===== config.mk =====
export PLATFORM = sky130hd
export DESIGN_NAME = usb_ahb_slave
export DESIGN_NICKNAME = d
export VERILOG_FILES = /design/src/verilog/usb_ahb_pkg.sv /design/src/verilog/usb_reg_req_if.sv /design/src/verilog/ahb_slave_front.sv /design/src/verilog/usb_ahb_slave.sv /design/src/verilog/usb_endpoint_regs.sv
export VERILOG_INCLUDE_DIRS = /design/src /design/src/verilog
export SDC_FILE = /design/constraint.sdc
export NUM_CORES = 1
export LEC_CHECK = 0
export ABC_AREA = 1
export BUFFER_PORTS_ARGS = -buffer_cell sky130_fd_sc_hd__buf_2
export CORE_ASPECT_RATIO = 1.1
export CORE_MARGIN = 2
export CORE_UTILIZATION = 36
export DETAILED_ROUTE_END_ITERATION = 6
export GPL_ROUTABILITY_DRIVEN = 0
export HOLD_SLACK_MARGIN = 0.1
export PLACE_DENSITY = 0.77
export SKIP_CTS_REPAIR_TIMING = 1
export SLEW_MARGIN = 20
export SYNTH_ARGS = -nofsm -noshare
export SYNTH_HDL_FRONTEND = slang
export SYNTH_HIERARCHICAL = 1
export SYNTH_SLANG_ARGS = --single-unit

===== constraint.sdc =====
create_clock -name tb_clk -period 1.7 [get_ports tb_clk]
set_clock_uncertainty 0.05 [all_clocks]
set_input_delay 0.17 -clock tb_clk [delete_from_list [all_inputs] [get_ports tb_clk]]
set_output_delay 0.17 -clock tb_clk [all_outputs]
set_load 0.03 [all_outputs]

===== src/verilog/usb_ahb_macros.svh =====
`ifndef USB_AHB_MACROS_SVH
`define USB_AHB_MACROS_SVH

// ********************************************************************
// Bus and buffer widths
// ********************************************************************

// Address bits seen by the slave, 128 byte window
`define USB_AHB_ADDR_W 7

// One AHB word
`define USB_AHB_DATA_W 32

// Buffer occupancy and packet length in bytes
`define USB_AHB_OCC_W 7

// ********************************************************************
// Register window offsets
// ********************************************************************

// Pops receive words on read, pushes transmit words on write
`define USB_AHB_REG_DATA 7'h00

// Read only endpoint flags
`define USB_AHB_REG_STATUS 7'h04
`define USB_AHB_REG_ERROR 7'h08
`define USB_AHB_REG_OCC 7'h0C

// Read/write transmit packet length
`define USB_AHB_REG_PKTSIZE 7'h10

`endif


===== src/verilog/usb_ahb_pkg.sv =====
`include "usb_ahb_macros.svh"

package usb_ahb_pkg;

  // ******************************************************************
  // Vector types
  // ******************************************************************

  // Byte address inside the register window
  typedef logic [`USB_AHB_ADDR_W-1:0] haddr_t;

  // Read and write data word
  typedef logic [`USB_AHB_DATA_W-1:0] word_t;

  // HSIZE with the upper bit dropped
  typedef logic [1:0] hsize_t;

  // Byte count for occupancy and packet size
  typedef logic [`USB_AHB_OCC_W-1:0] occ_t;

  // Size codes
  localparam hsize_t HSIZE_BYTE   = 2'd0;
  localparam hsize_t HSIZE_HALF   = 2'd1;
  localparam hsize_t HSIZE_WORD   = 2'd2;
  localparam hsize_t HSIZE_DOUBLE = 2'd3;

  // ******************************************************************
  // Enumerations
  // ******************************************************************

  // HTRANS encoding, BUSY handled like IDLE
  typedef enum logic [1:0] {
    IDLE   = 2'b00,
    BUSY   = 2'b01,
    NONSEQ = 2'b10,
    SEQ    = 2'b11
  } htrans_e;

  // Two cycle AHB error response
  typedef enum logic [1:0] {
    OKAY       = 2'b00,
    ERR_FIRST  = 2'b01,
    ERR_SECOND = 2'b10
  } resp_state_e;

endpackage


===== src/verilog/usb_reg_req_if.sv =====
`timescale 1ns/1ps

interface usb_reg_req_if import usb_ahb_pkg::*; ();

  // Request, valid only in the first data phase cycle
  logic   req_valid;
  logic   req_write;
  haddr_t req_addr;
  hsize_t req_size;
  word_t  req_wdata;

  // Answer, combinational in the same cycle
  word_t  req_rdata;
  logic   req_err;

  // Bus side issues the request
  modport front (
    output req_valid,
    output req_write,
    output req_addr,
    output req_size,
    output req_wdata,
    input  req_rdata,
    input  req_err
  );

  // Register block decodes and answers
  modport regs (
    input  req_valid,
    input  req_write,
    input  req_addr,
    input  req_size,
    input  req_wdata,
    output req_rdata,
    output req_err
  );

endinterface

===== src/verilog/ahb_slave_front.sv =====
`timescale 1ns/1ps

module ahb_slave_front import usb_ahb_pkg::*; (
  input  logic         tb_clk,
  input  logic         rst_n_i,
  // AHB-Lite slave side
  input  logic         hsel_i,
  input  haddr_t       haddr_i,
  input  hsize_t       hsize_i,
  input  htrans_e      htrans_i,
  input  logic         hwrite_i,
  input  word_t        hwdata_i,
  output word_t        hrdata_o,
  output logic         hready_o,
  output logic         hresp_o,
  // Register request
  usb_reg_req_if.front req
);

  logic        accept;
  logic        dphase_q;
  haddr_t      addr_q;
  hsize_t      size_q;
  logic        write_q;
  resp_state_e resp_q;
  resp_state_e resp_cur;
  resp_state_e resp_d;

  // ******************************************************************
  // Address phase
  // ******************************************************************

  // Only NONSEQ and SEQ count, BUSY and IDLE are ignored
  // No capture while hready_o is low
  assign accept = hsel_i && hready_o &&
                  ((htrans_i == NONSEQ) || (htrans_i == SEQ));

  // Marks the first data phase cycle
  always_ff @(posedge tb_clk) begin
    if (!rst_n_i) begin
      dphase_q <= 1'b0;
    end else begin
      dphase_q <= accept;
    end
  end

  // Address phase controls held for the data phase
  always_ff @(posedge tb_clk) begin
    if (accept) begin
      addr_q  <= haddr_i;
      size_q  <= hsize_i;
      write_q <= hwrite_i;
    end
  end

  // ******************************************************************
  // Data phase request
  // ******************************************************************

  assign req.req_valid = dphase_q;
  assign req.req_write = write_q;
  assign req.req_addr  = addr_q;
  assign req.req_size  = size_q;

  // Write data arrives in the data phase itself
  assign req.req_wdata = hwdata_i;

  // Read data straight from the register mux
  assign hrdata_o = req.req_rdata;

  // ******************************************************************
  // Error response FSM
  // ******************************************************************

  // Illegal request enters ERR_FIRST in its own data phase cycle
  always_comb begin
    resp_cur = resp_q;
    if ((resp_q == OKAY) && req.req_valid && req.req_err) begin
      resp_cur = ERR_FIRST;
    end
  end

  // ERR_FIRST then ERR_SECOND then back to OKAY
  always_comb begin
    case (resp_cur)
      ERR_FIRST:  resp_d = ERR_SECOND;
      ERR_SECOND: resp_d = OKAY;
      default:    resp_d = OKAY;
    endcase
  end

  always_ff @(posedge tb_clk) begin
    if (!rst_n_i) begin
      resp_q <= OKAY;
    end else begin
      resp_q <= resp_d;
    end
  end

  // Low hready only in the first error cycle
  assign hready_o = (resp_cur != ERR_FIRST);
  // hresp high through both error cycles
  assign hresp_o  = (resp_cur != OKAY);

endmodule


===== src/verilog/usb_ahb_slave.sv =====
`timescale 1ns/1ps

module usb_ahb_slave import usb_ahb_pkg::*; (
  input  logic    tb_clk,
  input  logic    rst_n_i,
  // AHB-Lite slave side
  input  logic    hsel_i,
  input  haddr_t  haddr_i,
  input  hsize_t  hsize_i,
  input  htrans_e htrans_i,
  input  logic    hwrite_i,
  input  word_t   hwdata_i,
  output word_t   hrdata_o,
  output logic    hresp_o,
  output logic    hready_o,
  // USB endpoint inputs
  input  logic    rx_data_ready_i,
  input  logic    rx_transfer_active_i,
  input  logic    rx_error_i,
  input  logic    tx_transfer_active_i,
  input  logic    tx_error_i,
  input  logic    buffer_reserved_i,
  input  occ_t    buffer_occupancy_i,
  input  word_t   rx_data_i,
  // USB endpoint outputs
  output logic    get_rx_data_o,
  output logic    store_tx_data_o,
  output word_t   tx_data_o,
  output hsize_t  data_size_o,
  output occ_t    tx_packet_data_size_o
);

  // Data phase request between bus front and registers
  usb_reg_req_if reg_req ();

  // ******************************************************************
  // AHB-Lite bus front
  // ******************************************************************

  ahb_slave_front u_front (
    .tb_clk   (tb_clk),
    .rst_n_i  (rst_n_i),
    .hsel_i   (hsel_i),
    .haddr_i  (haddr_i),
    .hsize_i  (hsize_i),
    .htrans_i (htrans_i),
    .hwrite_i (hwrite_i),
    .hwdata_i (hwdata_i),
    .hrdata_o (hrdata_o),
    .hready_o (hready_o),
    .hresp_o  (hresp_o),
    .req      (reg_req)
  );

  // ******************************************************************
  // Endpoint register block
  // ******************************************************************

  usb_endpoint_regs u_regs (
    .tb_clk                (tb_clk),
    .rst_n_i               (rst_n_i),
    .req                   (reg_req),
    .rx_data_ready_i       (rx_data_ready_i),
    .rx_transfer_active_i  (rx_transfer_active_i),
    .rx_error_i            (rx_error_i),
    .tx_transfer_active_i  (tx_transfer_active_i),
    .tx_error_i            (tx_error_i),
    .buffer_reserved_i     (buffer_reserved_i),
    .buffer_occupancy_i    (buffer_occupancy_i),
    .rx_data_i             (rx_data_i),
    .get_rx_data_o         (get_rx_data_o),
    .store_tx_data_o       (store_tx_data_o),
    .tx_data_o             (tx_data_o),
    .data_size_o           (data_size_o),
    .tx_packet_data_size_o (tx_packet_data_size_o)
  );

endmodule


===== src/verilog/usb_endpoint_regs.sv =====
`timescale 1ns/1ps

`include "usb_ahb_macros.svh"

module usb_endpoint_regs import usb_ahb_pkg::*; (
  input  logic        tb_clk,
  input  logic        rst_n_i,
  // Register request from the bus front
  usb_reg_req_if.regs req,
  // USB endpoint inputs
  input  logic        rx_data_ready_i,
  input  logic        rx_transfer_active_i,
  input  logic        rx_error_i,
  input  logic        tx_transfer_active_i,
  input  logic        tx_error_i,
  input  logic        buffer_reserved_i,
  input  occ_t        buffer_occupancy_i,
  input  word_t       rx_data_i,
  // USB endpoint outputs
  output logic        get_rx_data_o,
  output logic        store_tx_data_o,
  output word_t       tx_data_o,
  output hsize_t      data_size_o,
  output occ_t        tx_packet_data_size_o
);

  haddr_t word_addr;
  logic   sel_data;
  logic   sel_status;
  logic   sel_error;
  logic   sel_occ;
  logic   sel_pkt;
  logic   mapped;
  logic   aligned;
  logic   size_ok;
  logic   ro_write;
  logic   legal;
  logic   rd_ok;
  logic   pkt_wr;
  word_t  rd_mux;
  occ_t   pkt_size_q;

  // ******************************************************************
  // Address decode
  // ******************************************************************

  // Word granular decode, low bits checked apart
  assign word_addr = {req.req_addr[`USB_AHB_ADDR_W-1:2], 2'b00};

  assign sel_data   = (word_addr == `USB_AHB_REG_DATA);
  assign sel_status = (word_addr == `USB_AHB_REG_STATUS);
  assign sel_error  = (word_addr == `USB_AHB_REG_ERROR);
  assign sel_occ    = (word_addr == `USB_AHB_REG_OCC);
  assign sel_pkt    = (word_addr == `USB_AHB_REG_PKTSIZE);

  assign mapped = sel_data || sel_status || sel_error || sel_occ || sel_pkt;

  // No lane steering, every access sits on a word boundary
  assign aligned = (req.req_addr[1:0] == 2'b00);

  // Anything above one word is refused
  always_comb begin
    case (req.req_size)
      HSIZE_BYTE, HSIZE_HALF, HSIZE_WORD: size_ok = 1'b1;
      HSIZE_DOUBLE:                        size_ok = 1'b0;
      default:                             size_ok = 1'b0;
    endcase
  end

  // Status, error and occupancy are read only
  assign ro_write = req.req_write && (sel_status || sel_error || sel_occ);

  // ******************************************************************
  // Legality check
  // ******************************************************************

  assign req.req_err = !mapped || !aligned || !size_ok || ro_write;

  // Only this qualifies strobes and register updates
  assign legal = req.req_valid && !req.req_err;
  assign rd_ok = legal && !req.req_write;

  // ******************************************************************
  // Read mux
  // ******************************************************************

  always_comb begin
    rd_mux = '0;
    if (sel_data) begin
      // Receive word from the endpoint buffer
      rd_mux = rx_data_i;
    end else if (sel_status) begin
      rd_mux[0] = rx_data_ready_i;
      rd_mux[1] = rx_transfer_active_i;
      rd_mux[2] = tx_transfer_active_i;
      rd_mux[3] = buffer_reserved_i;
    end else if (sel_error) begin
      rd_mux[0] = rx_error_i;
      rd_mux[1] = tx_error_i;
    end else if (sel_occ) begin
      rd_mux[`USB_AHB_OCC_W-1:0] = buffer_occupancy_i;
    end else if (sel_pkt) begin
      rd_mux[`USB_AHB_OCC_W-1:0] = pkt_size_q;
    end
  end

  // Zero outside legal read data phases
  assign req.req_rdata = rd_ok ? rd_mux : '0;

  // ******************************************************************
  // Packet size register
  // ******************************************************************

  // Low 7 bits of the written word, whatever the size
  assign pkt_wr = legal && req.req_write && sel_pkt;

  always_ff @(posedge tb_clk) begin
    if (!rst_n_i) begin
      pkt_size_q <= '0;
    end else if (pkt_wr) begin
      pkt_size_q <= req.req_wdata[`USB_AHB_OCC_W-1:0];
    end
  end

  assign tx_packet_data_size_o = pkt_size_q;

  // ******************************************************************
  // Buffer strobes
  // ******************************************************************

  // One pulse per legal data phase, no occupancy check
  assign get_rx_data_o   = rd_ok && sel_data;
  assign store_tx_data_o = legal && req.req_write && sel_data;

  // Word and size valid with the store pulse
  assign tx_data_o   = store_tx_data_o ? req.req_wdata : '0;
  assign data_size_o = store_tx_data_o ? req.req_size : HSIZE_BYTE;

endmodule


==> flow_summary.toml <==
[status]
status = "complete, but fails checks"
violations = "setup timing"

[critical_path]
crit_type = "reg2out"
max_stage_delay_ns = 0.44
worst_setup_path_start_kind = "flip-flop"
r2r_slack_ns = -0.18
cp.depth = 9
worstReg2RegEnd = "u_front/req.req_size[0]$_DFFE_PP_"
worst_ep_arrival_time_ns = 1.91
rr_worst_depth = 10
slowest_stage = "edfxtp_1"
crit_path_end_kind = "output pin"
path_delay_family = "simple AND/OR/NAND/NOR gates"
crit_chain = "nor2_4 -> nand2_2 -> nand2_4 -> nand3_4 -> nor2_8 -> nand3_4 -> clkbuf_16 -> nor2_4 -> buf_4"
critPathBufInv = 2
crit_fanout = 11
required_ns = 1.48
reg2reg_from = "u_front/req.req_addr[2]$_DFFE_PP_"

[synthesis]
ys_seq_area_frac = 0.224
yosys.area_share.adder = 0
synthCells = 341
synth_top_cell_by_area = "buf_4"
synth_top_area_share = 0.224
yosys_warnings = 6
avgSynthCellArea_um2 = 6.28
synth_top_family_by_area = "buffers and inverters"
synthSimpleGateAreaFrac = 0.333
ys_seq_elements = 19
synth-compound-area-share = 0.0497
synth_area_um2 = 2140
synth_cell_types = 25
synthXorXnorAreaFrac = 0
synth.area.mux_share = 0
ys_top_cells_by_area = "buf_4, edfxtp_1, inv_1, nor2_1, dfxtp_1"
syn_nets = 433

[sta]
setup_viol = 87
min_period_over_period = 1.25
finalWorstSetupSlack_ns = -0.433
rsz0062_at_grt = "yes"
tightest_slew_ns = 0.248
hold_violations = 0
relSlewSlack = 0.835
tns_ns = -27.19
max_freq_mhz = 469
finalCriticalPeriod_ns = 2.13
slew_violations = 0

[layout]
diodes = 0
synthToLayoutAreaGrowth_pct = 86.8
fillers = 432
drive_gt1_frac = 0.622
multi_input_area_um2 = 1280
fin_area_um2 = 4000
ff_latch_area_um2 = 480
finalNetCount = 583

[clocking]
clk_pin_slew_ns = 0.08
cts.path.max_buffers = 2
cts_tree = "built"
clk_latency_ns = 0.26
cts_root_buffer = "clkbuf_8"
clock_sinks = 19
cts-buffers-inserted = 3
htree_levels = 1

[die]
dieWidth_um = 77.5
die-area_um2 = 6580
start_util = 0.371
ios = 169
rows = 29
core_um2 = 5770
die_y_um = 84.9

[placement]
dpl.hpwl_mm = 4.64
portBuffers = 167
dpl_cell_area_um2 = 3000
place_ws_ns = -0.190

[detailed_routing]
drt-total-wl_mm = 6.69
ant_nets = 0
num_vias = 2477
wl_met3_um = 568
drt-pass1-iter-count = 4
first_iter_violations = 77
routed-wl-met2_mm = 3.85
vias_per_cell = 4.37
avgRoutedWirePerCell_um = 11.8
drc = 0
drt-met1-wl_mm = 2.23
topRoutingLayerUsed = "met4"

[global_route]
gr-usage-all-layers = 0.158
grt_pass1_vias = 2147
antenna_found_initial = 0
grt_max_degree = 23
globalRouteOverflowTotal = 0
grt_pass1_wl_mm = 8.69

[worst_hold_path]
hp-start = "rst_n_i"
whs_path_depth = 3
holdPathEnd = "u_regs/tx_packet_data_size_o[5]$_SDFFE_PN0P_"
hp-class = "in2reg"

[power]
power.total_mw = 1.13
irDropWorstVdd_uv = 480
p_leak_nw = 1.99
power.density_nw_per_um2 = 283

[flow_run]
drv_cap = 0
state kept, by name (all words and copies together), names as in the netlist:
register and cells:
u_front/req.req_write 1, u_front/req.req_valid 1, u_regs/tx_packet_data_size_o 7, u_front/resp_q 1, u_front/req.req_size 2, u_front/req.req_addr 7
metal layers:
layer / up-vias / global-route usage
li1: 1235 / -
met1: 1120 / 0.149
met2: 116 / 0.332
met3: 6 / 0.0426
met4: 0 / 0.0292
met5: - / 0
synth_stat cells:
| master | instances |
|---|---|
| a211oi_1 | 2 |
| a21oi_1 | 4 |
| a31oi_1 | 1 |
| buf_2 | 5 |
| buf_4 | 64 |
| buf_6 | 2 |
| clkinv_1 | 1 |
| clkinv_4 | 1 |
| dfxtp_1 | 9 |
| edfxtp_1 | 10 |
| inv_1 | 75 |
| inv_2 | 5 |
| nand2_1 | 40 |
| nand2_2 | 3 |
| nand2_4 | 2 |
| nand3_1 | 4 |
| nand3_4 | 3 |
| nand4_1 | 9 |
| nor2_1 | 73 |
| nor2_2 | 12 |
| nor2_4 | 1 |
| nor2_8 | 1 |
| o211ai_1 | 2 |
| o21ai_0 | 10 |
| or2_2 | 2 |
worst min-delay path, cell delays in order:
cell and delay [ns]:
buf_2 0.16, nand2_1 0.08, nor2_1 0.03
worst max-delay path by stage:
stage	start	end	slack, ns
after floorplan	u_front/req.req_addr[3]$_DFFE_PP_	tx_data_o[10]	-0.09
after global placement	u_front/req.req_addr[5]$_DFFE_PP_	tx_data_o[2]	-0.14
after detailed placement	u_front/req.req_addr[3]$_DFFE_PP_	hrdata_o[6]	-0.19
after CTS	u_front/req.req_addr[3]$_DFFE_PP_	hrdata_o[6]	-0.49
after global routing	u_front/req.req_addr[2]$_DFFE_PP_	tx_data_o[8]	-0.53
final	u_front/req.req_addr[2]$_DFFE_PP_	tx_data_o[8]	-0.43
cell usage in the layout, fill, tap and decap left out:
| cell type | synthesis | routed |
|---|---|---|
| buf_6 | 2 | 69 |
| nand2_1 | 40 | 35 |
| nand3_4 | 3 | 3 |
| o21ai_1 | 0 | 2 |
| nor2_2 | 12 | 14 |
| nand3_2 | 0 | 2 |
| nand4_1 | 9 | 9 |
| buf_4 | 64 | 31 |
| nand2_8 | 0 | 2 |
| clkbuf_8 | 0 | 3 |
| nor2_1 | 73 | 21 |
| dfxtp_1 | 9 | 9 |
| o21ai_0 | 10 | 7 |
| inv_4 | 0 | 1 |
| a31oi_4 | 0 | 1 |
| nand2_4 | 2 | 3 |
| clkinv_8 | 0 | 1 |
| edfxtp_1 | 10 | 10 |
| or2_2 | 2 | 2 |
| o21ai_2 | 0 | 1 |
| buf_12 | 0 | 5 |
| buf_2 | 5 | 97 |
| clkinv_1 | 1 | 1 |
| a21oi_1 | 4 | 4 |
| nand3_1 | 4 | 2 |
| inv_1 | 75 | 71 |
| a211oi_1 | 2 | 2 |
| inv_2 | 5 | 8 |
| clkbuf_16 | 0 | 3 |
| nand2_2 | 3 | 6 |
| clkinvlp_4 | 0 | 1 |
| nor2_4 | 1 | 51 |
| o211ai_1 | 2 | 2 |
| dlygate4sd3_1 | 0 | 10 |
| nor2_8 | 1 | 1 |
final cells by class:
class,count,area share
clock inverter,1,0.00188
sequential,19,0.120
multi-input combinational,170,0.320
tap,77,0.0241
clock buffer,3,0.0103
timing repair buffer,215,0.443
inverter,82,0.0807
cells by family (layout without fill, tap and decap cells):
kind of cell	after synthesis	count (layout)
flops	19	19
buf+inv	153	301
compound gates	19	19
simple gates	150	151
per-stage QoR:
| step | std cells | utilization | hold slack (ns) |
|---|---|---|---|
| finish | 567 | 0.693 | 0.173 |
| global route | 567 | 0.693 | 0.178 |
| CTS | 541 | 0.528 | 0.0268 |
| detailed placement | 537 | 0.520 | 0.298 |
| global placement | 537 | 0.520 | 0.298 |
| floorplan | 341 | - | 0.219 |
power breakdown:
group          switching (mW)  internal, mW  total [mW]
combinational           0.150         0.157       0.307
clock                   0.155         0.165       0.320
sequential            0.00785         0.497       0.505
No activity file was read; power rests on OpenSTA's default activity.
